[config.mk]
export PLATFORM = sky130hd
export DESIGN_NAME = llc_localmem
export DESIGN_NICKNAME = d
export VERILOG_FILES = /design/src/hdl/llc_pkg.sv /design/src/hdl/llc_localmem.sv
export SDC_FILE = /design/constraint.sdc
export NUM_CORES = 2
export LEC_CHECK = 0
export BUFFER_PORTS_ARGS = -buffer_cell sky130_fd_sc_hd__buf_2
export CORE_MARGIN = 5
export CORE_UTILIZATION = 56
export DETAILED_ROUTE_END_ITERATION = 7
export PLACE_DENSITY_LB_ADDON = 0.3
export SETUP_SLACK_MARGIN = 0.5
export SLEW_MARGIN = 15
export SYNTH_ARGS = -nofsm -noshare
export SYNTH_HDL_FRONTEND = slang
export SYNTH_MEMORY_MAX_BITS = 65536
export SYNTH_SLANG_ARGS = --single-unit
[constraint.sdc]
create_clock -name clk -period 2.9 [get_ports clk]
set_input_delay 0.58 -clock clk [delete_from_list [all_inputs] [get_ports clk]]
set_output_delay 0.58 -clock clk [all_outputs]
set_load 0.05 [all_outputs]
[src/hdl/llc_pkg.sv]
// last-level cache shared types
package llc_pkg;

    // cache geometry
    localparam int LLC_WAYS              = 4;
    localparam int LLC_SETS              = 16;
    localparam int LLC_SET_BITS          = 4;
    localparam int LLC_TAG_BITS          = 12;
    localparam int LINE_ADDR_BITS        = 16;
    localparam int LINE_BITS             = 64;
    localparam int LLC_SET_TABLE_ENTRIES = 4;

    typedef logic [LINE_ADDR_BITS-1:0]    line_addr_t;
    typedef logic [LLC_SET_BITS-1:0]      llc_set_t;
    typedef logic [LLC_TAG_BITS-1:0]      llc_tag_t;
    typedef logic [$clog2(LLC_WAYS)-1:0]  llc_way_t;
    typedef logic [LINE_BITS-1:0]         line_t;

    // outside channels
    typedef struct packed {
        logic       wr;
        line_addr_t addr;
        line_t      data;
    } llc_req_t;

    typedef struct packed {
        line_addr_t addr;
        line_t      data;
    } llc_rsp_t;

    typedef struct packed {
        logic       wr;
        line_addr_t addr;
        line_t      data;
    } llc_mem_req_t;

    // one way of one set
    typedef struct packed {
        logic     valid;
        logic     dirty;
        llc_tag_t tag;
        line_t    line;
    } llc_entry_t;

    // stage packets
    typedef struct packed {
        llc_req_t req;
        llc_set_t set;
        llc_tag_t tag;
    } llc_decoded_t;

    typedef struct packed {
        llc_decoded_t                  dec;
        llc_entry_t [LLC_WAYS-1:0]     entries;
        llc_way_t                      evict_way;
    } llc_read_pkt_t;

    typedef struct packed {
        llc_decoded_t dec;
        logic         hit;
        llc_way_t     way;
        llc_entry_t   entry;
        llc_way_t     next_evict_way;
    } llc_lookup_pkt_t;

    typedef struct packed {
        logic       en;
        llc_set_t   set;
        llc_way_t   way;
        llc_entry_t entry;
        llc_way_t   evict_way;
    } llc_wr_t;

endpackage
[src/hdl/llc_localmem.sv]
// tag, state and line storage
`timescale 1ns/1ps

module llc_localmem (
    input  logic                                       clk,
    input  logic                                       rst,
    input  logic                                       rd_en_i,
    input  llc_pkg::llc_set_t                          rd_set_i,
    output llc_pkg::llc_entry_t [llc_pkg::LLC_WAYS-1:0] rd_entries_o,
    output llc_pkg::llc_way_t                          rd_evict_way_o,
    input  llc_pkg::llc_wr_t                           wr_i
);

    // valid bits and eviction pointers
    logic [llc_pkg::LLC_WAYS-1:0] valid_q [llc_pkg::LLC_SETS];
    llc_pkg::llc_way_t            evict_q [llc_pkg::LLC_SETS];

    // payload arrays
    logic              dirty_mem [llc_pkg::LLC_SETS][llc_pkg::LLC_WAYS];
    llc_pkg::llc_tag_t tag_mem   [llc_pkg::LLC_SETS][llc_pkg::LLC_WAYS];
    llc_pkg::line_t    line_mem  [llc_pkg::LLC_SETS][llc_pkg::LLC_WAYS];

    always_ff @(posedge clk or negedge rst) begin
        if (!rst) begin
            for (int s = 0; s < llc_pkg::LLC_SETS; s++) begin
                valid_q[s] <= '0;
                evict_q[s] <= '0;
            end
        end else if (wr_i.en) begin
            valid_q[wr_i.set][wr_i.way] <= wr_i.entry.valid;
            evict_q[wr_i.set]           <= wr_i.evict_way;
        end
    end

    always_ff @(posedge clk) begin
        if (wr_i.en) begin
            dirty_mem[wr_i.set][wr_i.way] <= wr_i.entry.dirty;
            tag_mem[wr_i.set][wr_i.way]   <= wr_i.entry.tag;
            line_mem[wr_i.set][wr_i.way]  <= wr_i.entry.line;
        end
    end

    // registered read of the whole set
    always_ff @(posedge clk) begin
        if (rd_en_i) begin
            for (int w = 0; w < llc_pkg::LLC_WAYS; w++) begin
                rd_entries_o[w].valid <= valid_q[rd_set_i][w];
                rd_entries_o[w].dirty <= dirty_mem[rd_set_i][w];
                rd_entries_o[w].tag   <= tag_mem[rd_set_i][w];
                rd_entries_o[w].line  <= line_mem[rd_set_i][w];
            end
            rd_evict_way_o <= evict_q[rd_set_i];
        end
    end

endmodule

==> run metrics <==
RSZ-0062 raised after global routing=yes; Max IR drop VDD=0.6077 mV; critical path's top delay family=flip-flops; post-DP HPWL=between 300000 and 400000 um; area share of fa/ha/maj cells after synthesis=0; hold depth=2; GRT overflow=0; Cell variety after synth=34; buffers plus inverters on the worst setup path=1; initial core utilization=0.5608; slowest cell on the critical path=edfxtp_1; die area=367700 um^2; nets=9764; post-DR wirelength/cell=38.34 um; number of DRC markers in iteration 0=16250; status=complete, no violations; Worst Skew=between 0.02 and 0.03 ns; cell chain of the critical path=buf_6; Mapped Cells=8444; Syn. warnings=0; largest net degree at the start of global routing=74; vias in the first global route=101200; synthesized flop and latch total=between 5000 and 6000; Post-synth EDFFs=5242; layout cells sized above 1=0.3349; Slew HR=0.1345; Data required, critical path=~2.3 ns; max cap viols=0; cell with the most instances after synthesis=edfxtp_1; Max Buffers Root-to-Sink=4; reg-to-reg setup timing slack=roughly 0.85 ns; CTS tree=done; design area=233400 um^2; post-synthesis sequential area ratio=0.8024; Power Dens Cells=699.7 nW/um^2; Post-Synth XOR/XNOR Area=0; core footprint=355100 um^2; top cell type's share of synthesized area=0.7903; Yosys top cell by area=edfxtp_1; Simple-Gate Fraction of Synth Area=0.01032; IO Port Bufs=407; Die W=606.4 um; synth cell count leaders=edfxtp_1, mux4_2, a22oi_1; fmax=391.1 MHz; DRC Markers=0; Syn-to-layout area delta=17.18%; post-synthesis instance area=199200 um^2; Worst-Margin Slew=~1.3 ns; Min Clock Period, post-route=2.557 ns; mux share of post-synthesis cell area=0.1500; H-tree depth=6; Syn Area/Cell=approximately 24 um^2; Compound-Gate Fraction of Synth Area=0.02565; CP arrival=1.98 ns; I/O Pins=roughly 400; die height=606.4 um; Final Max Tran Viols=0; clk_lat worst skew=1.05 ns; CP Capture Type=output pin; final worst-path cycle share=0.8816; Total Neg Setup Slack=0 ns; initial antenna violation count=42; Hold WC Path Type=in2reg; number of buffers created by CTS=533; Reg clk slew, reported paths=0.06 ns; placed inst area=215700 um^2; static leakage=0.07590 uW; Rows=about 220; post-route ant nets=0; drt pass-1 iters=6; gr usage total=0.3100; DR vias/cell=6.802; drt total wl=569800 um; Setup Viol. Count Final=0; Crit Path Class=reg2out; Max Fanout on Critical Path=2; largest family of logic cells by synthesized area=multiplexers; Worst path depth=1; Worst path max stage delay=just under 0.7 ns; dominant cells by area after synthesis=edfxtp_1, mux4_2, a22oi_1; Vias=101100; Placer Congestion=0.8335; Clock Sinks=5338; final-report hold violation count=0; first-pass GRT wire length=793000 um; dominant register cell in the synthesized netlist=edfxtp_1; Async SR Flop Fraction=0.01798; post-CTS setup buffers=0; CP Launch Type=register; R2R depth=4; Synthesized Nets=8538; root buffer cell=clkbuf_16
metrics by stage:
| step | hold WS (ns) | instances | utilization | worst slack [ns] | power, uW |
|---|---|---|---|---|---|
| 3_5_place_dp | 0.4744 | 13880 | 0.6074 | 0.006697 | 97720 |
| 4_1_cts | 0.02132 | 14840 | 0.6569 | 0.2871 | 163800 |
| 5_1_grt | 0.03753 | 14850 | 0.6572 | 0.3064 | 167800 |
| 2_1_floorplan | 0.2844 | 8444 | - | -0.9361 | 93120 |
| 3_3_place_gp | 0.4620 | 13880 | 0.6074 | 0.02392 | 97470 |
| 6_report | 0.06744 | 14860 | 0.6572 | 0.3434 | 163300 |
power breakdown:
part	total, uW	internal (uW)	switching, uW	leakage (uW)
Sequential	86600	85900	665	0.0487
Combinational	9740	3470	6270	0.0190
Clock	67000	38100	28900	0.00821
Total	163000	127000	35800	0.0759
kinds of logic after synthesis:
group                  Yosys count
and+or+nand+nor                431
DFF                           5338
AOI/OAI and AO/OA              677
buffers and inverters          487
muxes                         1511
state kept, by name, indices dropped and copies added, names as in the netlist:
name            flops
valid_q            64
evict_q            32
tag_mem           768
rd_evict_way_o      2
rd_entries_o      312
line_mem         4096
dirty_mem          64
path summary, 6_finish.rpt:
kind	start	to
max	rd_entries_o[263]	rd_entries_o[263]
min	wr_i[22]	line_mem[6][212]
max reg2reg	line_mem[7][170]	rd_entries_o[120]
min reg2reg	valid_q[50]	valid_q[50]
max in group asynchronous	rst	valid_q[15]
min in group asynchronous	rst	evict_q[31]
cell usage in the layout (no fill, tap or decap), drive strengths merged, types with 33 or more instances in the layout:
master,synthesis,routed
nor3,48,48
dfrtp,96,96
clkinv,0,228
mux4,1152,1152
bufinv,0,40
nor2b,86,86
a22oi,481,481
o21ai,49,49
mux2,275,275
clkbuf,221,654
edfxtp,5242,5242
inv,16,45
nand2b,33,33
mux2i,84,84
o221ai,78,78
nand2,210,210
buf,250,1151
final cells by class:
type | count | area (um^2)
diodes | 17 | 42.54
clock buffers | 652 | 14000
clock inverters | 307 | 2849
fillers | 21930 | 121700
inverters | 16 | 105.1
multi-input cells | 2619 | 37710
flip-flops and latches | 5338 | 159800
well taps | 4751 | 5944
repair buffers | 1162 | 12930
per-layer routing:
metal,wire [um],vias up,share of wire,GRT usage
li1,-,38640,-,-
met1,196500,53450,0.34,0.4269
met2,276700,7770,0.49,0.4926
met3,69580,1220,0.12,0.06580
met4,26970,12,0.047,0.1258
met5,95,-,0.00017,0
timing repair:
action | 4_1_cts | 5_1_grt
hold buffers | 8 | 1
endpoints found under the setup margin | 123 | 45
gates resized for setup | 219 | 2
endpoints found under the hold margin | 135 | 16
Power figures use the tool's default switching activity.
