File: src/hdl/llc_pkg.sv
// last-level cache shared types
package llc_pkg;

    // cache geometry
    localparam int LLC_WAYS              = 4;
    localparam int LLC_SETS              = 16;
    localparam int LLC_SET_BITS          = 4;
    localparam int LLC_TAG_BITS          = 12;
    localparam int LINE_ADDR_BITS        = 16;
    localparam int LINE_BITS             = 64;
    localparam int LLC_SET_TABLE_ENTRIES = 4;

    typedef logic [LINE_ADDR_BITS-1:0]    line_addr_t;
    typedef logic [LLC_SET_BITS-1:0]      llc_set_t;
    typedef logic [LLC_TAG_BITS-1:0]      llc_tag_t;
    typedef logic [$clog2(LLC_WAYS)-1:0]  llc_way_t;
    typedef logic [LINE_BITS-1:0]         line_t;

    // outside channels
    typedef struct packed {
        logic       wr;
        line_addr_t addr;
        line_t      data;
    } llc_req_t;

    typedef struct packed {
        line_addr_t addr;
        line_t      data;
    } llc_rsp_t;

    typedef struct packed {
        logic       wr;
        line_addr_t addr;
        line_t      data;
    } llc_mem_req_t;

    // one way of one set
    typedef struct packed {
        logic     valid;
        logic     dirty;
        llc_tag_t tag;
        line_t    line;
    } llc_entry_t;

    // stage packets
    typedef struct packed {
        llc_req_t req;
        llc_set_t set;
        llc_tag_t tag;
    } llc_decoded_t;

    typedef struct packed {
        llc_decoded_t                  dec;
        llc_entry_t [LLC_WAYS-1:0]     entries;
        llc_way_t                      evict_way;
    } llc_read_pkt_t;

    typedef struct packed {
        llc_decoded_t dec;
        logic         hit;
        llc_way_t     way;
        llc_entry_t   entry;
        llc_way_t     next_evict_way;
    } llc_lookup_pkt_t;

    typedef struct packed {
        logic       en;
        llc_set_t   set;
        llc_way_t   way;
        llc_entry_t entry;
        llc_way_t   evict_way;
    } llc_wr_t;

endpackage
File: src/hdl/llc_set_table.sv
// table of sets in flight
`timescale 1ns/1ps

module llc_set_table (
    input  logic              clk,
    input  logic              rst,
    input  logic              add_i,
    input  llc_pkg::llc_set_t add_set_i,
    input  llc_pkg::llc_set_t query_set_i,
    input  logic              remove_i,
    input  llc_pkg::llc_set_t remove_set_i,
    output logic              set_busy_o,
    output logic              table_full_o
);

    logic [llc_pkg::LLC_SET_TABLE_ENTRIES-1:0] valid_q;
    llc_pkg::llc_set_t                         set_q [llc_pkg::LLC_SET_TABLE_ENTRIES];
    logic [$clog2(llc_pkg::LLC_SET_TABLE_ENTRIES)-1:0] free_idx;

    always_comb begin
        set_busy_o = 1'b0;
        free_idx   = '0;
        for (int i = llc_pkg::LLC_SET_TABLE_ENTRIES - 1; i >= 0; i--) begin
            if (valid_q[i] && set_q[i] == query_set_i) begin
                set_busy_o = 1'b1;
            end
            // lowest free entry wins
            if (!valid_q[i]) begin
                free_idx = i[$clog2(llc_pkg::LLC_SET_TABLE_ENTRIES)-1:0];
            end
        end
    end

    assign table_full_o = &valid_q;

    always_ff @(posedge clk or negedge rst) begin
        if (!rst) begin
            valid_q <= '0;
        end else begin
            for (int i = 0; i < llc_pkg::LLC_SET_TABLE_ENTRIES; i++) begin
                if (remove_i && valid_q[i] && set_q[i] == remove_set_i) begin
                    valid_q[i] <= 1'b0;
                end
            end
            if (add_i) begin
                valid_q[free_idx] <= 1'b1;
            end
        end
    end

    always_ff @(posedge clk) begin
        if (add_i) begin
            set_q[free_idx] <= add_set_i;
        end
    end

endmodule

File: config.mk
export PLATFORM = sky130hd
export DESIGN_NAME = llc_set_table
export DESIGN_NICKNAME = d
export VERILOG_FILES = /design/src/hdl/llc_pkg.sv /design/src/hdl/llc_set_table.sv
export SDC_FILE = /design/constraint.sdc
export NUM_CORES = 1
export LEC_CHECK = 0
export ABC_AREA = 1
export BUFFER_PORTS_ARGS = -buffer_cell sky130_fd_sc_hd__buf_2
export CORE_MARGIN = 5
export CORE_UTILIZATION = 31
export DETAILED_ROUTE_END_ITERATION = 8
export PLACE_DENSITY = 0.46
export SYNTH_ARGS = -nofsm -noshare
export SYNTH_HDL_FRONTEND = slang
export SYNTH_SLANG_ARGS = --single-unit
export TNS_END_PERCENT = 20
File: constraint.sdc
create_clock -name clk -period 1.7 [get_ports clk]
set_input_delay 0 -clock clk [delete_from_list [all_inputs] [get_ports clk]]
set_output_delay 0 -clock clk [all_outputs]
set_load 0.03 [all_outputs]
==> impl_metrics.env <==
export IMPL_busiest_layer="met2"
export IMPL_cts_resized=0
export IMPL_clockBufferDepth=2
export IMPL_synth_distinct_cells=19
export IMPL_grt_pass1_wl_mm=5.00
export IMPL_min_period_over_period_pct=83.1
export IMPL_syn_area_per_cell_sq_um=7.45
export IMPL_peakVddDrop_mv=0.573
export IMPL_gr_usage_met2_pct=19.3
export IMPL_drc=0
export IMPL_ys_seq_area_share_pct=47.8
export IMPL_grtUsageMet3_pct=1.24
export IMPL_first_global_vias=1043
export IMPL_finalClockSkew_ns=0.00611
export IMPL_worstReg2RegStart="valid_q[3]$_DFF_PN0_"
export IMPL_r2r_end="set_q[3][1]$_DFFE_PP_"
export IMPL_pre_cts_ws_ns=0.368
export IMPL_synth_top_cells_by_count="nand2_1, inv_1, nor2_1"
export IMPL_syn_num_nets=179
export IMPL_place_gp_congestion=0.881
export IMPL_die_area_sq_um=5270
export IMPL_post_cts_buffers=0
export IMPL_cts_buffers_inserted=3
export IMPL_netlist_area_sq_um=1210
export IMPL_io_buffers=17
export IMPL_antenna_found_initial=0
export IMPL_grt_overflow_total=0
export IMPL_yosysWarnings=0
export IMPL_tightestPinTransition_ns=0.379
export IMPL_core_area_sq_um=3720
export IMPL_synth_edf_count=16
export IMPL_grt_start_max_net_pins=11
export IMPL_yosysMostFrequentCell="nand2_1"
export IMPL_r2r_cells=3
export IMPL_die_h_microns=72.6
export IMPL_start_util_pct=32.7
export IMPL_die_w_microns=72.6
export IMPL_cts_clk_slew_worst_paths_ns=0.07
export IMPL_critical_path_max_fanout=5
export IMPL_netlist_area_leader_share_pct=39.5
export IMPL_end_kind="output port"
export IMPL_max_freq_mhz=708
export IMPL_fin_util_pct=38.9
export IMPL_num_rows=22
export IMPL_first_iter_violations=77
export IMPL_synth_seq_cells=20
export IMPL_hold_viol_final=0
export IMPL_status="finished clean"
export IMPL_tritoncts="done"
export IMPL_synth_top_flop_cell="edfxtp_1"
export IMPL_slew_headroom_pct=74.6
export IMPL_report_final_slew_viol_count=0
export IMPL_htreeDepth=1
export IMPL_worstSetupPathType="flip-flop to output port"
export IMPL_required_ns=1.70
export IMPL_dr_pass1_iters=4
export IMPL_yosysTopAreaCell="edfxtp_1"
export IMPL_cts_sinks=20
export IMPL_wire_per_inst_microns=12.1
export IMPL_cap_violations=0
export IMPL_synthArstFlopShare_pct=20.0
export IMPL_postCtsHoldBufs=4
export IMPL_p_per_area_nw_per_um2=1130
export IMPL_vias_per_cell=4.38
export IMPL_leakage_nw=0.718
export IMPL_fin_nets=205
export IMPL_r2r_slack_ns=0.40
export IMPL_cp_arrival_ns=1.41
export IMPL_ioPinCount=18
export IMPL_worstSkewPairLatency_ns=0.25
export IMPL_period_minus_slack_ns=1.41
export IMPL_antenna_cells=0
export IMPL_rsz0062_at_grt="false"
export IMPL_dp_hpwl_mm=2.45
export IMPL_grt_util_met1_pct=16.9
export IMPL_worst_setup_path_start_kind="flip-flop"
export IMPL_finalSetupTns_ns=0
export IMPL_grtUsageTotal_pct=12.3
export IMPL_postSynthCellCount=163
export IMPL_area_growth_synth_to_final_pct=19.1
export IMPL_clk_root_buffer_cell="clkbuf_8"
export IMPL_min_path_type="primary input to asynchronous set/reset pin"
export IMPL_setup_ws_ns=0.287
export IMPL_wl_mm=2.85
export IMPL_synth_area_leaders="edfxtp_1, nand2_1, dfrtp_1"
export IMPL_vias=1029
export IMPL_final_layout_size_suffix_gt1_share_pct=15.5
export IMPL_finalSetupViolations=0
export IMPL_antenna_left=0
[per-layer routing]
layer	up-vias	share of wire [%]
li1	553	-
met1	456	48
met2	15	47
met3	5	2.8
met4	0	1.8
met5	-	0
[kinds of logic (layout without fill, tap and decap cells)]
family                    after synthesis  count (layout)  share of synthesized area (%)
and+or+nand+nor                        91              91                           30.9
buffers and inverters                  30              54                           9.37
DFF                                    20              20                           47.8
AOI/OAI and AO/OA                      14              14                           6.18
xor gates and xnor gates                8               8                           5.77
[area by class of cell]
class	count	area [sq um]
clock buffers	3	41.3
inverters	29	109
fillers	411	2270
multi-input cells	113	520
well taps	48	60.1
repair buffers	22	135
flip-flops and latches	20	581
[where the power goes]
| group | switching (mW) | internal, mW | total [mW] |
|---|---|---|---|
| sequential | 0.103 | 0.669 | 0.772 |
| combinational | 0.379 | 0.199 | 0.578 |
| clock | 0.128 | 0.157 | 0.285 |
| total | 0.610 | 1.02 | 1.64 |
[critical path: stages (launching register included)]
cell     delay [ns]
dfrtp_1        0.43
inv_1          0.08
a21oi_1        0.16
nand3_1        0.09
nor2_1         0.12
nor2_1         0.06
nand2_1        0.06
buf_2          0.18
[per-stage QoR]
step	std cells	area [sq um]	hold slack [ns]	power [mW]
finish	235	1450	0.0800	1.64
global route	235	1450	0.101	1.79
CTS	234	1440	0.00106	1.66
detailed placement	227	1360	-0.187	1.36
global placement	227	1360	-0.186	1.35
floorplan	163	1210	-0.296	1.18
[placed cells by master, fill, tap and decap left out, drive strengths merged]
cell         synthesis  final
clkbuf               0      3
edfxtp              16     16
buf                  1     17
o21ai                8      8
or2                  2      2
xnor2                4      4
inv                 29     29
dfrtp                4      4
dlygate4sd3          0      5
nor2                21     21
nor3                 1      1
o211ai               2      2
a21oi                4      4
nand2               57     57
xor2                 4      4
nand3               10     10
[registers in the layout, summed over array words and instances (netlist names)]
register / flops
valid_q: 4
set_q: 16
[worst max-delay path by stage]
stage,from,end,slack [ns],depth (start not counted)
floorplan,valid_q[3]$_DFF_PN0_,set_q[3][0]$_DFFE_PP_,0.51,3
global placement,valid_q[3]$_DFF_PN0_,set_q[3][1]$_DFFE_PP_,0.42,3
detailed placement,valid_q[2]$_DFF_PN0_,set_q[3][1]$_DFFE_PP_,0.37,4
CTS,valid_q[0]$_DFF_PN0_,set_busy_o,0.29,7
global route,valid_q[0]$_DFF_PN0_,set_busy_o,0.13,7
finish,valid_q[0]$_DFF_PN0_,set_busy_o,0.29,7
(Power assumes the default switching activity.)
