**config.mk**
```make
export PLATFORM = sky130hd
export DESIGN_NAME = llc_process_request
export DESIGN_NICKNAME = d
export VERILOG_FILES = /design/src/hdl/llc_pkg.sv /design/src/hdl/llc_process_request.sv
export SDC_FILE = /design/constraint.sdc
export NUM_CORES = 1
export LEC_CHECK = 0
export BUFFER_PORTS_ARGS = -buffer_cell sky130_fd_sc_hd__buf_4
export CELL_PAD_IN_SITES_DETAIL_PLACEMENT = 1
export CELL_PAD_IN_SITES_GLOBAL_PLACEMENT = 1
export CORE_AREA = 2 2 197 199
export DETAILED_ROUTE_END_ITERATION = 6
export DIE_AREA = 0 0 199 201
export PLACE_DENSITY = 0.57
export SLEW_MARGIN = 10
export SYNTH_ARGS = -nofsm -noshare
export SYNTH_HDL_FRONTEND = slang
export SYNTH_SLANG_ARGS = --single-unit
export TNS_END_PERCENT = 50
```
**constraint.sdc**
```tcl
create_clock -name clk -period 3.29 [get_ports clk]
set_input_delay 0.329 -clock clk [delete_from_list [all_inputs] [get_ports clk]]
set_output_delay 0.329 -clock clk [all_outputs]
set_load 0.02 [all_outputs]
```
**src/hdl/llc_pkg.sv**
```systemverilog
// last-level cache shared types
package llc_pkg;

    // cache geometry
    localparam int LLC_WAYS              = 4;
    localparam int LLC_SETS              = 16;
    localparam int LLC_SET_BITS          = 4;
    localparam int LLC_TAG_BITS          = 12;
    localparam int LINE_ADDR_BITS        = 16;
    localparam int LINE_BITS             = 64;
    localparam int LLC_SET_TABLE_ENTRIES = 4;

    typedef logic [LINE_ADDR_BITS-1:0]    line_addr_t;
    typedef logic [LLC_SET_BITS-1:0]      llc_set_t;
    typedef logic [LLC_TAG_BITS-1:0]      llc_tag_t;
    typedef logic [$clog2(LLC_WAYS)-1:0]  llc_way_t;
    typedef logic [LINE_BITS-1:0]         line_t;

    // outside channels
    typedef struct packed {
        logic       wr;
        line_addr_t addr;
        line_t      data;
    } llc_req_t;

    typedef struct packed {
        line_addr_t addr;
        line_t      data;
    } llc_rsp_t;

    typedef struct packed {
        logic       wr;
        line_addr_t addr;
        line_t      data;
    } llc_mem_req_t;

    // one way of one set
    typedef struct packed {
        logic     valid;
        logic     dirty;
        llc_tag_t tag;
        line_t    line;
    } llc_entry_t;

    // stage packets
    typedef struct packed {
        llc_req_t req;
        llc_set_t set;
        llc_tag_t tag;
    } llc_decoded_t;

    typedef struct packed {
        llc_decoded_t                  dec;
        llc_entry_t [LLC_WAYS-1:0]     entries;
        llc_way_t                      evict_way;
    } llc_read_pkt_t;

    typedef struct packed {
        llc_decoded_t dec;
        logic         hit;
        llc_way_t     way;
        llc_entry_t   entry;
        llc_way_t     next_evict_way;
    } llc_lookup_pkt_t;

    typedef struct packed {
        logic       en;
        llc_set_t   set;
        llc_way_t   way;
        llc_entry_t entry;
        llc_way_t   evict_way;
    } llc_wr_t;

endpackage
```
**src/hdl/llc_process_request.sv**
```systemverilog
// request processing and local memory update
`timescale 1ns/1ps

module llc_process_request (
    input  logic                     clk,
    input  logic                     rst,
    input  llc_pkg::llc_lookup_pkt_t item_i,
    input  logic                     item_valid_i,
    output logic                     item_ready_o,
    output llc_pkg::llc_rsp_t        rsp_o,
    output logic                     rsp_valid_o,
    input  logic                     rsp_ready_i,
    output llc_pkg::llc_mem_req_t    mem_req_o,
    output logic                     mem_req_valid_o,
    input  logic                     mem_req_ready_i,
    input  llc_pkg::line_t           mem_rsp_i,
    input  logic                     mem_rsp_valid_i,
    output logic                     mem_rsp_ready_o,
    output llc_pkg::llc_wr_t         wr_o,
    output logic                     remove_o,
    output llc_pkg::llc_set_t        remove_set_o
);

    typedef enum logic [2:0] {
        IDLE,
        WRITE_BACK,
        FETCH,
        WAIT_FILL,
        RESPOND
    } state_t;

    state_t         state_q;
    state_t         state_d;
    llc_pkg::line_t fill_q;
    llc_pkg::line_t new_line;
    logic           victim_dirty;
    logic           done;

    assign victim_dirty = item_i.entry.valid && item_i.entry.dirty;

    always_comb begin
        state_d = state_q;
        case (state_q)
            IDLE: begin
                if (item_valid_i) begin
                    if (item_i.hit) begin
                        state_d = RESPOND;
                    end else if (victim_dirty) begin
                        state_d = WRITE_BACK;
                    end else begin
                        state_d = FETCH;
                    end
                end
            end
            WRITE_BACK: begin
                if (mem_req_ready_i) begin
                    state_d = FETCH;
                end
            end
            FETCH: begin
                if (mem_req_ready_i) begin
                    state_d = WAIT_FILL;
                end
            end
            WAIT_FILL: begin
                if (mem_rsp_valid_i) begin
                    state_d = RESPOND;
                end
            end
            RESPOND: begin
                if (rsp_ready_i) begin
                    state_d = IDLE;
                end
            end
            default: state_d = IDLE;
        endcase
    end

    always_ff @(posedge clk or negedge rst) begin
        if (!rst) begin
            state_q <= IDLE;
        end else begin
            state_q <= state_d;
        end
    end

    always_ff @(posedge clk) begin
        if (state_q == WAIT_FILL && mem_rsp_valid_i) begin
            fill_q <= mem_rsp_i;
        end
    end

    // write data wins, then the cached line, then the fetched one
    assign new_line = item_i.dec.req.wr ? item_i.dec.req.data :
                      (item_i.hit ? item_i.entry.line : fill_q);

    // memory side, victim address rebuilt from its tag and our set
    assign mem_req_valid_o = (state_q == WRITE_BACK) || (state_q == FETCH);
    assign mem_req_o.wr    = (state_q == WRITE_BACK);
    assign mem_req_o.addr  = (state_q == WRITE_BACK) ?
                             {item_i.entry.tag, item_i.dec.set} : item_i.dec.req.addr;
    assign mem_req_o.data  = (state_q == WRITE_BACK) ? item_i.entry.line : '0;
    assign mem_rsp_ready_o = (state_q == WAIT_FILL);

    assign rsp_valid_o = (state_q == RESPOND);
    assign rsp_o.addr  = item_i.dec.req.addr;
    assign rsp_o.data  = new_line;

    // item retires on the response transfer
    assign done         = rsp_valid_o && rsp_ready_i;
    assign item_ready_o = done;
    assign remove_o     = done;
    assign remove_set_o = item_i.dec.set;

    assign wr_o.en          = done;
    assign wr_o.set         = item_i.dec.set;
    assign wr_o.way         = item_i.way;
    assign wr_o.entry.valid = 1'b1;
    assign wr_o.entry.dirty = item_i.dec.req.wr || (item_i.hit && item_i.entry.dirty);
    assign wr_o.entry.tag   = item_i.dec.tag;
    assign wr_o.entry.line  = new_line;
    assign wr_o.evict_way   = item_i.next_evict_way;

endmodule

```
==> summary.txt <==
Synth
  • Post-synthesis average cell area: 9.83 µm²
  • Portion of synthesized cell area occupied by the leading cell type: about two fifths
  • Number of instances in the synthesized netlist: 508
  • Yosys warning total: 0
  • Leading area contributor after synthesis: sky130_fd_sc_hd__edfxtp_1
  • Biggest area contributors in the synthesized netlist: sky130_fd_sc_hd__edfxtp_1 (38%), sky130_fd_sc_hd__buf_4 (17%), sky130_fd_sc_hd__mux2i_1 (14%)
  • Portion of the post-synthesis area used by sequential elements: approximately two fifths
  • Mapped Nets: ~760
  • Total of flip-flops plus latches after synthesis: 67
  • Post-synthesis cell area: 5000 µm²
  • Count of different cell masters after synthesis: 30

Place
  • Final weighted congestion in routability-driven placement: 0.791
  • Detailed placer's ending HPWL: between 15000 and 20000 µm
  • Post-DP Area: about 8300 µm²
  • Post-Place Setup Slack: around 0.99 ns
  • Count of input and output buffers: ~470

Floorplan
  • Standard-cell rows: 72
  • Initial Utilization: a little over an eighth
  • Chip Height: 201 µm
  • Die ar.: roughly 40000 µm²
  • Core area: about 38000 µm²
  • Number of I/O pins: between 500 and 600
  • Width of the die: 199 µm

Detailed routing
  • Number of iterations in the first detailed-routing pass: 4
  • Post-DR vias/cell: 3.56
  • Post-Route WL: 23200 µm
  • Number of design rule violations left after detail routing: 0
  • Number of nets still failing antenna checks after routing: 0
  • Average wire per cell in the routed design: approximately 17 µm
  • Total vias in the final route: 4917
  • Number of design-rule violations left by the first detailed-router iteration: 124

Setup path
  • Arr. time, crit path: 2.31 ns
  • Cell depth of the worst flop-to-flop path: 3
  • Biggest cell delay along the critical path: 0.61 ns
  • Endpoint kind of the worst setup timing path: output port
  • Critical-path top delay cell: sky130_fd_sc_hd__dfrtp_1
  • Path type of the worst setup path: flop to output port
  • Cells along the critical path: inv_1 > nor3_4 > buf_4 > mux2_2 > buf_4
  • Critical Path Start: state_q[0]$_DFFE_PN0P_
  • Critical path startpoint category: flop
  • R2R Path End: fill_q[12]$_DFFE_PP_
  • Maximum net fanout on the critical path: 45
  • R2R Path Start: state_q[1]$_DFFE_PN0P_
  • CP most frequent cell: sky130_fd_sc_hd__buf_4
  • Critical path capture point: mem_req_o[79]
  • Worst R2R Setup Slack: ~1.2 ns
  • Endpoint required time on the critical path: 2.96 ns

Clocking
  • Total clock sinks: between 60 and 70
  • Clock buffers created by TritonCTS: 9
  • Clk slew on worst S/H paths: 0.07 ns
  • Clock root buffer: sky130_fd_sc_hd__clkbuf_16
  • Setup Fix Bufs, Post-CTS: 0
  • H-tree levels: 3
  • Skew-Pair Late Insertion Delay: 0.34 ns
  • TritonCTS clock tree: yes
  • Maximum root-to-sink buffer count: 2
  • Number of cells upsized or downsized after cts: 0
  • CTS Hold Bufs: 1

STA
  • Hold Slack: 0.157 ns
  • Setup repair after global routing missed its margin: no
  • Layout Skew: roughly 0.0043 ns
  • Final TNS setup: 0 ns
  • Final critical-path required period: between 2 and 3 ns
  • Actual transition at the worst max-transition pin: 0.568 ns
  • Final-report hold violation count: 0
  • Fin crit share: approximately 80%
  • Max frequency: 379 MHz
  • Post-route setup slack: 0.651 ns
  • Slew Viols, Final: 0
  • Final setup viols: 0
  • Tightest slew margin relative to the limit: 62.2%

Global route
  • Vias in the first global route: 5153
  • Met1 routing resource usage after global routing: 12.1%
  • Routing usage on met3: 2.27%
  • Most heavily used metal layer in global routing: met2
  • Initial antenna violation count: 1
  • Met2 layer usage reported by global route: 20.2%
  • Overflow left after global routing: 0
  • Largest net degree at the start of global routing: 81
  • Global-route usage over all layers: a little over a tenth
  • First-pass GRT wire length: roughly 32000 µm

Power
  • Clk network pwr share: 29.2%
  • Pwr/cell area: 495 nW/µm²
  • Internal power: 2.73 mW
  • Total power: 4.30 mW
  • Switching Share: 36.5%
  • Part of the total power dissipated in sequential elements: 25.4%
  • Max IR drop VDD: 0.215 mV
  • P_sw: 1.57 mW
  • Gate power share: between 40% and 50%
  • Leakage Power: 4.11 nW

Flow run
  • Number of maximum-capacitance violations: 0

Finish
  • FILL cells: 4543
  • Fraction of final layout cells with drive strength greater than 1: 59.5%
  • Diode count: 0
  • Nets@finish: 1110
  • Post-route cell area: just under 9000 µm²
  • Post-synthesis to final-layout area growth: 73.8%

Status
  • Result of the run: completed

Min path
  • Path class of the lowest-slack min-delay path: primary input to flop
==> cell usage after synthesis, drive strengths merged <==
cell / number
buf: 123
mux2i: 68
nand2: 66
and2: 65
edfxtp: 64
o21ai: 64
clkbuf: 17
mux2: 16
dfrtp: 3
nor2: 3
a21o: 2
inv: 2
nor3: 2
nor4b: 2
a211oi: 1
a2bb2oi: 1
a31oi: 1
a32o: 1
and3: 1
and3b: 1
conb: 1
nor2b: 1
nor4bb: 1
o211ai: 1
xnor2: 1
==> cell type report <==
type                            instances  area, µm²  area share [%]
Tap cell                              518        648            7.46
Clock inverter                          6        138            1.59
Inverter                                2       7.51          0.0865
Multi-Input combinational cell        299       2010            23.2
Clock buffer                           10        229            2.64
Sequential cell                        67       2000            23.0
Timing Repair Buffer                  481       3650            42.0
==> flip-flops by register name, summed over array words and instances (netlist names) <==
register / flops
fill_q: 64
state_q: 3
==> worst min-delay path by stage <==
| stage | from | end | slack, ns | depth (start not counted) |
|---|---|---|---|---|
| floorplan | rst | state_q[0]$_DFFE_PN0P_ | 0.03 | 0 |
| global placement | rst | state_q[1]$_DFFE_PN0P_ | 0.12 | 1 |
| detailed placement | rst | state_q[1]$_DFFE_PN0P_ | 0.13 | 1 |
| CTS | mem_rsp_i[28] | fill_q[28]$_DFFE_PP_ | 0.13 | 1 |
| global route | mem_rsp_i[55] | fill_q[55]$_DFFE_PP_ | 0.13 | 1 |
| finish | mem_rsp_i[34] | fill_q[34]$_DFFE_PP_ | 0.16 | 1 |
==> kinds of logic (layout without fill, tap and decap cells) <==
kind of cell    Yosys count  after routing  synth area share [%]
mux                      84             84                  17.2
buf+inv                 142            499                  19.8
other cells               1              1                0.0751
xor+xnor                  1              1                 0.175
flops                    67             67                  40.0
simple gates            142            142                  15.2
compound gates           71             71                  7.61
==> critical path: cells and delay by family, from the launching register on <==
| family | cells | cell delay [ns] |
|---|---|---|
| AND/OR/NAND/NOR | 1 | 0.15 |
| multiplexers | 1 | 0.39 |
| flip-flops | 1 | 0.61 |
| buffers and inverters | 3 | 0.77 |
==> per-layer routing <==
metal | share of wire (%) | up-vias | wire [µm]
li1 | - | 2334 | -
met1 | 39 | 2306 | 8940
met2 | 52 | 255 | 12200
met3 | 7.0 | 22 | 1630
met4 | 2.1 | 0 | 486
met5 | 0 | - | 0
==> per-stage QoR <==
| stage | instances | util, % |
|---|---|---|
| 5_1_grt | 1383 | 22.8 |
| 3_3_place_gp | 1366 | 21.8 |
| 6_report | 1383 | 22.8 |
| 2_1_floorplan | 508 | - |
| 3_5_place_dp | 1366 | 21.8 |
| 4_1_cts | 1383 | 22.8 |
==> cells in the final DEF, fill, tap and decap left out, drive strengths merged, types with 3 or more instances in the layout <==
cell type,count
dfrtp,3
mux2,16
clkbuf,10
mux2i,68
nand2,66
nor2,3
edfxtp,64
bufinv,4
and2,65
buf,480
o21ai,64
==> power groups by stage <==
stage	sequential [mW]	clock, mW	combinational, mW
floorplan	1.06	0	1.24
global placement	1.11	0	1.97
detailed placement	1.11	0	1.99
CTS	1.09	1.33	1.99
global route	1.10	1.35	2.08
finish	1.09	1.25	1.95
(Power assumes the default switching activity.)
