File: src/hdl/llc_pkg.sv
// last-level cache shared types
package llc_pkg;

    // cache geometry
    localparam int LLC_WAYS              = 4;
    localparam int LLC_SETS              = 16;
    localparam int LLC_SET_BITS          = 4;
    localparam int LLC_TAG_BITS          = 12;
    localparam int LINE_ADDR_BITS        = 16;
    localparam int LINE_BITS             = 64;
    localparam int LLC_SET_TABLE_ENTRIES = 4;

    typedef logic [LINE_ADDR_BITS-1:0]    line_addr_t;
    typedef logic [LLC_SET_BITS-1:0]      llc_set_t;
    typedef logic [LLC_TAG_BITS-1:0]      llc_tag_t;
    typedef logic [$clog2(LLC_WAYS)-1:0]  llc_way_t;
    typedef logic [LINE_BITS-1:0]         line_t;

    // outside channels
    typedef struct packed {
        logic       wr;
        line_addr_t addr;
        line_t      data;
    } llc_req_t;

    typedef struct packed {
        line_addr_t addr;
        line_t      data;
    } llc_rsp_t;

    typedef struct packed {
        logic       wr;
        line_addr_t addr;
        line_t      data;
    } llc_mem_req_t;

    // one way of one set
    typedef struct packed {
        logic     valid;
        logic     dirty;
        llc_tag_t tag;
        line_t    line;
    } llc_entry_t;

    // stage packets
    typedef struct packed {
        llc_req_t req;
        llc_set_t set;
        llc_tag_t tag;
    } llc_decoded_t;

    typedef struct packed {
        llc_decoded_t                  dec;
        llc_entry_t [LLC_WAYS-1:0]     entries;
        llc_way_t                      evict_way;
    } llc_read_pkt_t;

    typedef struct packed {
        llc_decoded_t dec;
        logic         hit;
        llc_way_t     way;
        llc_entry_t   entry;
        llc_way_t     next_evict_way;
    } llc_lookup_pkt_t;

    typedef struct packed {
        logic       en;
        llc_set_t   set;
        llc_way_t   way;
        llc_entry_t entry;
        llc_way_t   evict_way;
    } llc_wr_t;

endpackage
File: src/hdl/llc_lookup_way.sv
// way lookup and victim choice
`timescale 1ns/1ps

module llc_lookup_way (
    input  llc_pkg::llc_read_pkt_t   rd_pkt_i,
    output llc_pkg::llc_lookup_pkt_t lookup_pkt_o
);

    logic              hit;
    logic              free_found;
    llc_pkg::llc_way_t hit_way;
    llc_pkg::llc_way_t free_way;
    llc_pkg::llc_way_t way;

    always_comb begin
        hit        = 1'b0;
        hit_way    = '0;
        free_found = 1'b0;
        free_way   = '0;
        for (int w = 0; w < llc_pkg::LLC_WAYS; w++) begin
            if (rd_pkt_i.entries[w].valid && rd_pkt_i.entries[w].tag == rd_pkt_i.dec.tag) begin
                hit     = 1'b1;
                hit_way = llc_pkg::llc_way_t'(w);
            end
            // first invalid way from the bottom
            if (!rd_pkt_i.entries[w].valid && !free_found) begin
                free_found = 1'b1;
                free_way   = llc_pkg::llc_way_t'(w);
            end
        end
    end

    // full set on a miss falls back to the round-robin pointer
    assign way = hit ? hit_way : (free_found ? free_way : rd_pkt_i.evict_way);

    assign lookup_pkt_o.dec   = rd_pkt_i.dec;
    assign lookup_pkt_o.hit   = hit;
    assign lookup_pkt_o.way   = way;
    assign lookup_pkt_o.entry = rd_pkt_i.entries[way];

    // pointer only moves when a valid line gets evicted
    assign lookup_pkt_o.next_evict_way = (!hit && !free_found) ?
        rd_pkt_i.evict_way + llc_pkg::llc_way_t'(1) : rd_pkt_i.evict_way;

endmodule

File: config.mk
export PLATFORM = sky130hd
export DESIGN_NAME = llc_lookup_way
export DESIGN_NICKNAME = d
export VERILOG_FILES = /design/src/hdl/llc_pkg.sv /design/src/hdl/llc_lookup_way.sv
export SDC_FILE = /design/constraint.sdc
export NUM_CORES = 1
export LEC_CHECK = 0
export ABC_AREA = 1
export BUFFER_PORTS_ARGS = -buffer_cell sky130_fd_sc_hd__buf_2
export CAP_MARGIN = 10
export CORE_AREA = 2 2 229 231
export DETAILED_ROUTE_END_ITERATION = 8
export DIE_AREA = 0 0 231 233
export RECOVER_POWER = 100
export SLEW_MARGIN = 30
export SYNTH_ARGS = -nofsm -noshare
export SYNTH_HDL_FRONTEND = slang
export SYNTH_SLANG_ARGS = --single-unit
File: constraint.sdc
create_clock -name vclk -period 4.2
set_input_delay 1.26 -clock vclk [all_inputs]
set_output_delay 1.26 -clock vclk [all_outputs]
set_load 0.1 [all_outputs]
==> results.cfg, run 1 <==
[status]
status = finished, violations left
violations = negative setup slack

[timing]
fin_ws_ps = -321
drv_slew = 0
relSlewSlack_pct = 22.7
hold_viol_final = 0
rsz0062_at_grt = true
period_needed_ps = 4520
max_freq_mhz = 221
setup_viol = 80
finalCritPeriodShare_pct = 108
finalSetupTns_ps = -21030
tightest_slew_ps = 1160

[logic_synthesis]
synth.cell_area_mm2 = 0.00606
netlist_top_cells_area = nand2_1 26%, nand3_1 23%, inv_1 16%
ys_types = 26
syn_nets = 1696
yosys.area.top_type = nand2_1
synth_cells = 1285
ys_seq_area_share_pct = 0
yosysTopAreaCellShare_pct = 26.0
yosys_warnings = 0
avgSynthCellArea_um2 = 4.71

[global_route]
grt_max_degree = 43
gr-total-overflow = 0
antenna_found_initial = 6
grt_pass1_vias = 9124
grt_pass1_wl_um = 55300
grt_usage_pct = 13.4

[finish]
final_common_cell = buf_2
register_area_um2 = 0
final_nets = 2164
drive_gt1_share_pct = 62.1
syn_to_final_growth_pct = 138
final_cell_mix = 296 x buf_2, 216 x inv_1, 186 x nand2_1
final_cells = 2432
clock_buffers = 0
nFillCells = 5526
seq_cell_count = 0

[critical_path]
worst-path-max-fanout = 14
arrival_ps = 3260
cp_top_family = simple AND/OR/NAND/NOR gates
worst_ep_required_time_ps = 2940
cp_num_cells = 18
slowest_stage = buf_16
worst-path-buf-inv = 5
crit_path_max_incr_delay_ps = 180
crit_path_end_kind = output port
cp_cell_sequence = buf_2 -> nand2_8 -> nand2_4 -> nor2_4 -> nand2_1 -> nor2_1 -> nand2_1 -> nand2_2 -> nor2_4 -> buf_12 -> nand2_8 -> nand2_8 -> buf_16 -> buf_12 -> nand2_1 -> nand3_2 -> nand2_4 -> buf_12
path_class = primary input to output port
critPathLaunchType = primary input

[placed_design]
portBuffers = 421
dpl.cell_count = 2366
place_ws_ps = -538
dp_hpwl_um = 29700
gp_congestion = 0.955

[floorplan]
chipHeight_um = 233
core_area_mm2 = 0.0511
fp-row-count = 83
start_util_pct = 11.9
die_width_um = 231
pin_count = 591
die_area_mm2 = 0.0538

[detailed_routing]
remaining_drc_errors = 0
routed_via_density = 4.11
firstDrtPassIters = 5
ant_nets = 0
vias = 9986
wl_per_cell_um = 17.7
drt_iter0_drc = 587
wirelength_um = 43100

[hold_path]
hp-class = primary input to output port
min_path_cells = 0

[run]
max_cap_violations = 0

[pwr]
p_per_area_mw_per_mm2 = 175
p_total_mw = 2.52
p_leak_nw = 7.87
irDropWorstVdd_mv = 0.0757
==> repair_timing <==
action | CTS | global route
gates resized for setup | 273 | 361
setup endpoints to repair | 81 | 82
hold buffers | 0 | 0
cloned | 11 | 17
pin swaps | 37 | 111
buffers inserted | 16 | 24
==> cell type report <==
cell class	instances	area, um^2	area share (%)
multi-input combinational	853	6220	43.2
timing repair buffer	631	6260	43.4
antenna	1	2.50	0.0174
tap	680	851	5.90
inverter	267	1080	7.48
==> synth_stat cells, types with 2 or more instances <==
cell type / count
nand2_1: 419
nand3_1: 273
inv_1: 258
buf_4: 105
nand3b_1: 65
nor2_1: 58
buf_2: 34
buf_6: 14
clkbuf_1: 9
inv_2: 9
nand4_1: 8
a21oi_1: 4
and2_1: 4
buf_1: 4
o21ai_0: 4
xnor2_1: 4
nor3_1: 3
nand2_2: 2
==> per-layer routing <==
layer	wire (um)	up-vias	share of wire, %	track usage (%)
met3	3420	95	7.9	2.39
met1	17100	4607	40	16.9
met2	21300	486	49	23.4
met5	41	-	0.095	0
li1	-	4792	-	-
met4	1250	6	2.9	3.10
==> worst paths after layout <==
kind | endpoint | from
max | lookup_pkt_o[45] | rd_pkt_i[151]
min | lookup_pkt_o[114] | rd_pkt_i[345]
==> where the power goes <==
| group | internal [mW] | total (mW) | switching, mW | leakage, nW |
|---|---|---|---|---|
| registers | 0 | 0 | 0 | 0 |
| clock network | 0.0000000319 | 0.0000000319 | 0 | 0.00000634 |
| logic | 0.990 | 2.52 | 1.53 | 7.87 |
==> cell families after synthesis <==
logic type	share of synthesized area [%]
AND/OR/NAND/NOR	62.1
buffers and inverters	35.8
AO/OA/AOI/OAI	1.36
XOR/XNOR	0.723
==> per-stage QoR <==
step	area [um^2]	hold slack [ps]	utilization [%]
finish	14400	2520	28.2
global route	14400	2520	28.2
CTS	12600	2520	24.6
detailed placement	11100	2520	21.7
global placement	11100	2520	21.7
floorplan	6680	2720	-
Note: power is estimated with default switching activity, not from simulation.
==> inputs of run 2 (changes only) <==
- ABC_AREA: 1 -> default
==> run 2 against run 1 <==
Synthesized cell count fell by 47%. Via count is 19% lower. Largest power group unchanged. The run still ends with negative setup slack left. Area after synthesis down 29%. Highest routed layer unchanged. Critical path type unchanged.
==> results.cfg, run 2 <==
[status]
status = finished, violations left
violations = negative setup slack

[placed_design]
place_ws_ps = -958
gp_congestion = 0.883
dpl.cell_count = 1768
dp_hpwl_um = 27800
portBuffers = 421

[floorplan]
core_area_mm2 = 0.0511
chipHeight_um = 233
pin_count = 591
start_util_pct = 8.39
die_width_um = 231
fp-row-count = 83
die_area_mm2 = 0.0538

[timing]
finalSetupTns_ps = -61770
max_freq_mhz = 198
relSlewSlack_pct = 22.5
drv_slew = 0
hold_viol_final = 0
tightest_slew_ps = 1170
period_needed_ps = 5050
fin_ws_ps = -852
finalCritPeriodShare_pct = 120
rsz0062_at_grt = true
setup_viol = 83
holdWs_ps = 2520

[critical_path]
worst-path-max-fanout = 25
path_class = primary input to output port
crit_top_cell = buf_12
critical_path.startpoint = rd_pkt_i[321]
worst_ep_required_time_ps = 2940
crit_path_end_kind = output port
crit_path_max_incr_delay_ps = 600
cp_cell_sequence = buf_12 -> xnor2_4 -> nand4_1 -> or4_4 -> a311o_2 -> buf_12 -> buf_12 -> buf_12 -> a31oi_1 -> a32oi_4 -> buf_12
critPathLaunchType = primary input
cp_top_family = compound AO/OA/AOI/OAI gates
slowest_stage = or4_4
arrival_ps = 3790
worst-path-buf-inv = 5

[pwr]
p_per_area_mw_per_mm2 = 183
irDropWorstVdd_mv = 0.129
p_leak_nw = 5.16

[logic_synthesis]
synth.cell_area_mm2 = 0.00429
ys_top_cells_by_count = 155 x o21ai_0, 109 x buf_4, 82 x nand3_1, 78 x a31oi_1, 77 x a32oi_1
synth_cells = 682
ys_seq_area_share_pct = 0
avgSynthCellArea_um2 = 6.29
yosys_warnings = 0
yosys.area.top_type = buf_4
yosysTopAreaCellShare_pct = 19.1
syn_nets = 1093
ys_types = 26
netlist_top_cells_area = buf_4 19%, o21ai_0 18%, a32oi_1 16%
synth_most_common_cell = o21ai_0

[detailed_routing]
met1_length_um = 16700
wl_per_cell_um = 23.6
ant_nets = 0
wl_met2_um = 21400
remaining_drc_errors = 0
maxUsedRoutingLayer = met5
firstDrtPassIters = 5
vias = 8071
routed_via_density = 4.36
drt_iter0_drc = 332
wirelength_um = 43700
wl_met3_um = 3490

[finish]
seq_cell_count = 0
syn_to_final_growth_pct = 224
final_cell_mix = 324 x buf_2, 147 x buf_4, 117 x buf_12
final_cells = 1852
drive_gt1_share_pct = 83.6
final_nets = 1582
clock_buffers = 0
register_area_um2 = 0
multi_input_area_mm2 = 0.00637
final_common_cell = buf_2
nFillCells = 5295

[hold_path]
min_to = lookup_pkt_o[120]
min_path_cells = 0
min-delay-start = rd_pkt_i[351]
hp-class = primary input to output port

[global_route]
grt_usage_pct = 13.2
antenna_found_initial = 11
grt_max_degree = 40
grt_pass1_vias = 8197
grt_pass1_wl_um = 53400
gr-total-overflow = 0

[clock_tree]
cts_hold_buf = 0

[run]
max_cap_violations = 0
[run 2: cell types whose count changed after synthesis, moves of 52 or more]
cell      delta
nand2_1    -409
inv_1      -256
nand3_1    -191
o21ai_0    +151
a31oi_1     +78
a32oi_1     +77
nand3b_1    -65
nor2_1      -52
[run 2: how the worst max path moves through the flow]
stage / cells after the start / slack [ps] / endpoint
6_report: 11 / -850 / lookup_pkt_o[44]
5_1_grt: 15 / -890 / lookup_pkt_o[67]
4_1_cts: 12 / -880 / lookup_pkt_o[53]
3_5_place_dp: 10 / -960 / lookup_pkt_o[34]
3_3_place_gp: 10 / -930 / lookup_pkt_o[27]
2_1_floorplan: 9 / -630 / lookup_pkt_o[10]
[run 2: cell type report]
cell class	instances	share of cell area, %
multi-input cells	485	45.8
repair buffers	682	47.9
inverters	2	0.0540
diodes	3	0.0540
well taps	680	6.13
[run 2: kinds of logic after synthesis]
group / after synthesis / share of synthesized area [%]
AO/OA/AOI/OAI: 316 / 46.6
AND/OR/NAND/NOR: 119 / 14.4
buffers and inverters: 197 / 28.8
XOR/XNOR: 50 / 10.2
[run 2: per-stage QoR]
stage | cell area [um^2] | util [%] | total power, mW
6_report | 13900 | 27.2 | 2.55
2_1_floorplan | 6080 | - | 1.70
5_1_grt | 13900 | 27.2 | 2.63
4_1_cts | 12300 | 24.1 | 2.38
3_5_place_dp | 10500 | 20.5 | 2.13
3_3_place_gp | 10500 | 20.5 | 2.11
[run 2: power by group]
| part | total (mW) | internal [mW] | switching, mW |
|---|---|---|---|
| combinational | 2.55 | 1.08 | 1.47 |
| clock | 0.0000000924 | 0.0000000924 | 0 |
| sequential | 0 | 0 | 0 |
| total | 2.55 | 1.08 | 1.47 |
[run 2: routing by layer]
metal | vias to the layer above | GRT usage, %
met5 | - | 0
met4 | 12 | 4.40
met1 | 3897 | 15.0
li1 | 3560 | -
met2 | 471 | 23.7
met3 | 131 | 3.66
[run 2: repair_timing]
action	CTS	global route
endpoints found under the hold margin	0	0
buffers inserted	35	25
gates cloned	14	18
gates resized for setup	284	194
pin swaps	67	63
endpoints found under the setup margin	83	83
==> inputs of run 3 (changes only) <==
- MAX_ROUTING_LAYER: default -> met4
==> run 3 against run 2 <==
Largest cell class unchanged. Critical endpoint is now lookup_pkt_o[76]. Cell count up 1.1%. Via count up 0.47%. The run still ends with negative setup slack left. Highest routed layer is now met4. Utilization up 1.0 points.
==> results.cfg, run 3 (synthesis gave the netlist of run 2 again) <==
[pwr]
irDropWorstVdd_mv = 0.105
combPwrFrac_pct = 100.0
p_per_area_mw_per_mm2 = 176
p_int_mw = 1.07
switching_share_pct = 57.7
switching_power_mw = 1.46
seqPwrFrac_pct = 0
p_total_mw = 2.54
clkPwrFrac_pct = 0
p_leak_nw = 5.39

[timing]
fin_ws_ps = -864
rsz0062_at_grt = true
period_needed_ps = 5060
finalCritPeriodShare_pct = 121
holdWs_ps = 2520
max_freq_mhz = 197
tightest_slew_ps = 492
relSlewSlack_pct = 67.4
drv_slew = 0
hold_viol_final = 0
setup_viol = 83

[detailed_routing]
ant_nets = 0
wl_per_cell_um = 23.7
drt_iter0_drc = 336
maxUsedRoutingLayer = met4
remaining_drc_errors = 0
firstDrtPassIters = 5
wl_met2_um = 22400
vias = 8109
wl_met3_um = 3020
routed_via_density = 4.33
met1_length_um = 17600
wirelength_um = 44500

[status]
violations = negative setup slack
status = finished, violations left

[floorplan]
pin_count = 591
core_area_mm2 = 0.0511
fp-row-count = 83
die_area_mm2 = 0.0538
die_width_um = 231
start_util_pct = 8.39
chipHeight_um = 233

[finish]
drive_gt1_share_pct = 86.4
clock_buffers = 0
syn_to_final_growth_pct = 236
final_common_cell = buf_2
final_cells = 1872
register_area_um2 = 0
final_nets = 1598
final_cell_mix = 320 x buf_2, 136 x buf_4, 117 x buf_12
seq_cell_count = 0
design_area_mm2 = 0.0144

[critical_path]
crit_path_end_kind = output port
arrival_ps = 3800
path_class = primary input to output port
critPathLaunchType = primary input
worst_ep_required_time_ps = 2940
worst-path-max-fanout = 6

[global_route]
grt_pass1_vias = 7950
grt_usage_pct = 13.2
antenna_found_initial = 8
gr-total-overflow = 0
grt_pass1_wl_um = 52000
grt_max_degree = 75

[placed_design]
gp_congestion = 0.897
dpl.cell_count = 1767
portBuffers = 421
place_ws_ps = -1000
dp_hpwl_um = 27500
placed_cell_area_mm2 = 0.0105

[run]
max_cap_violations = 0

[clock_tree]
cts_hold_buf = 0

[hold_path]
hp-class = primary input to output port
## run 3: cell count changes in the layout (fill, tap and decap cells not counted), moves of 5 or more
cell     previous run  this run
a31oi_1             4        14
a31oi_2            31        23
buf_4             147       136
buf_6              40        62
buf_8              16        23
nand3_1            61        41
nand3_2            19        37
o21ai_1            68        56
o21ai_2            56        67
xnor2_1            22        15
xnor2_2            22        27
## run 3: repair_timing
item | 4_1_cts | 5_1_grt
endpoints found under the setup margin | 83 | 83
pin swaps | 48 | 70
endpoints found under the hold margin | 0 | 0
gates cloned | 15 | 26
gates resized for setup | 214 | 344
setup buffers | 31 | 33
## run 3: area by class of cell
type                       instances  area, um^2
antenna                            7        17.5
fill                            5266       36700
inverter                           2        10.0
multi-input combinational        485        6500
tap                              680         851
timing repair buffer             698        7040
## run 3: critical path, cell delays in order
cell	delay [ps]
buf_2	140
xnor2_2	140
nand4_1	190
or4_4	610
a311oi_4	270
buf_6	220
buf_12	140
buf_12	110
buf_16	140
o21ai_1	120
a32oi_4	230
buf_12	210
## run 3: through the flow
step,setup TNS (ps),utilization (%)
finish,-62090,28.2
global route,-67850,28.2
CTS,-63770,23.6
detailed placement,-74150,20.5
global placement,-71670,20.5
floorplan,-50130,-
## run 3: path summary, 6_finish.rpt
path                     startpoint                 to  cells after the start
worst min-delay path  rd_pkt_i[402]  lookup_pkt_o[171]                      0
worst max-delay path   rd_pkt_i[70]   lookup_pkt_o[76]                     12
## run 3: metal layers
metal / global-route usage [%] / up-vias
met3: 3.06 / 85
met4: 3.04 / 0
met5: - / -
met2: 23.3 / 435
met1: 15.2 / 3974
li1: - / 3615
## run 3: power by group through the flow
stage                      clock [mW]  combinational [mW]  sequential [mW]
after detailed placement            0                2.12                0
after floorplan                     0                1.70                0
after CTS                           0                2.32                0
after global placement              0                2.11                0
after global routing      0.000000226                2.61                0
final                     0.000000228                2.54                0
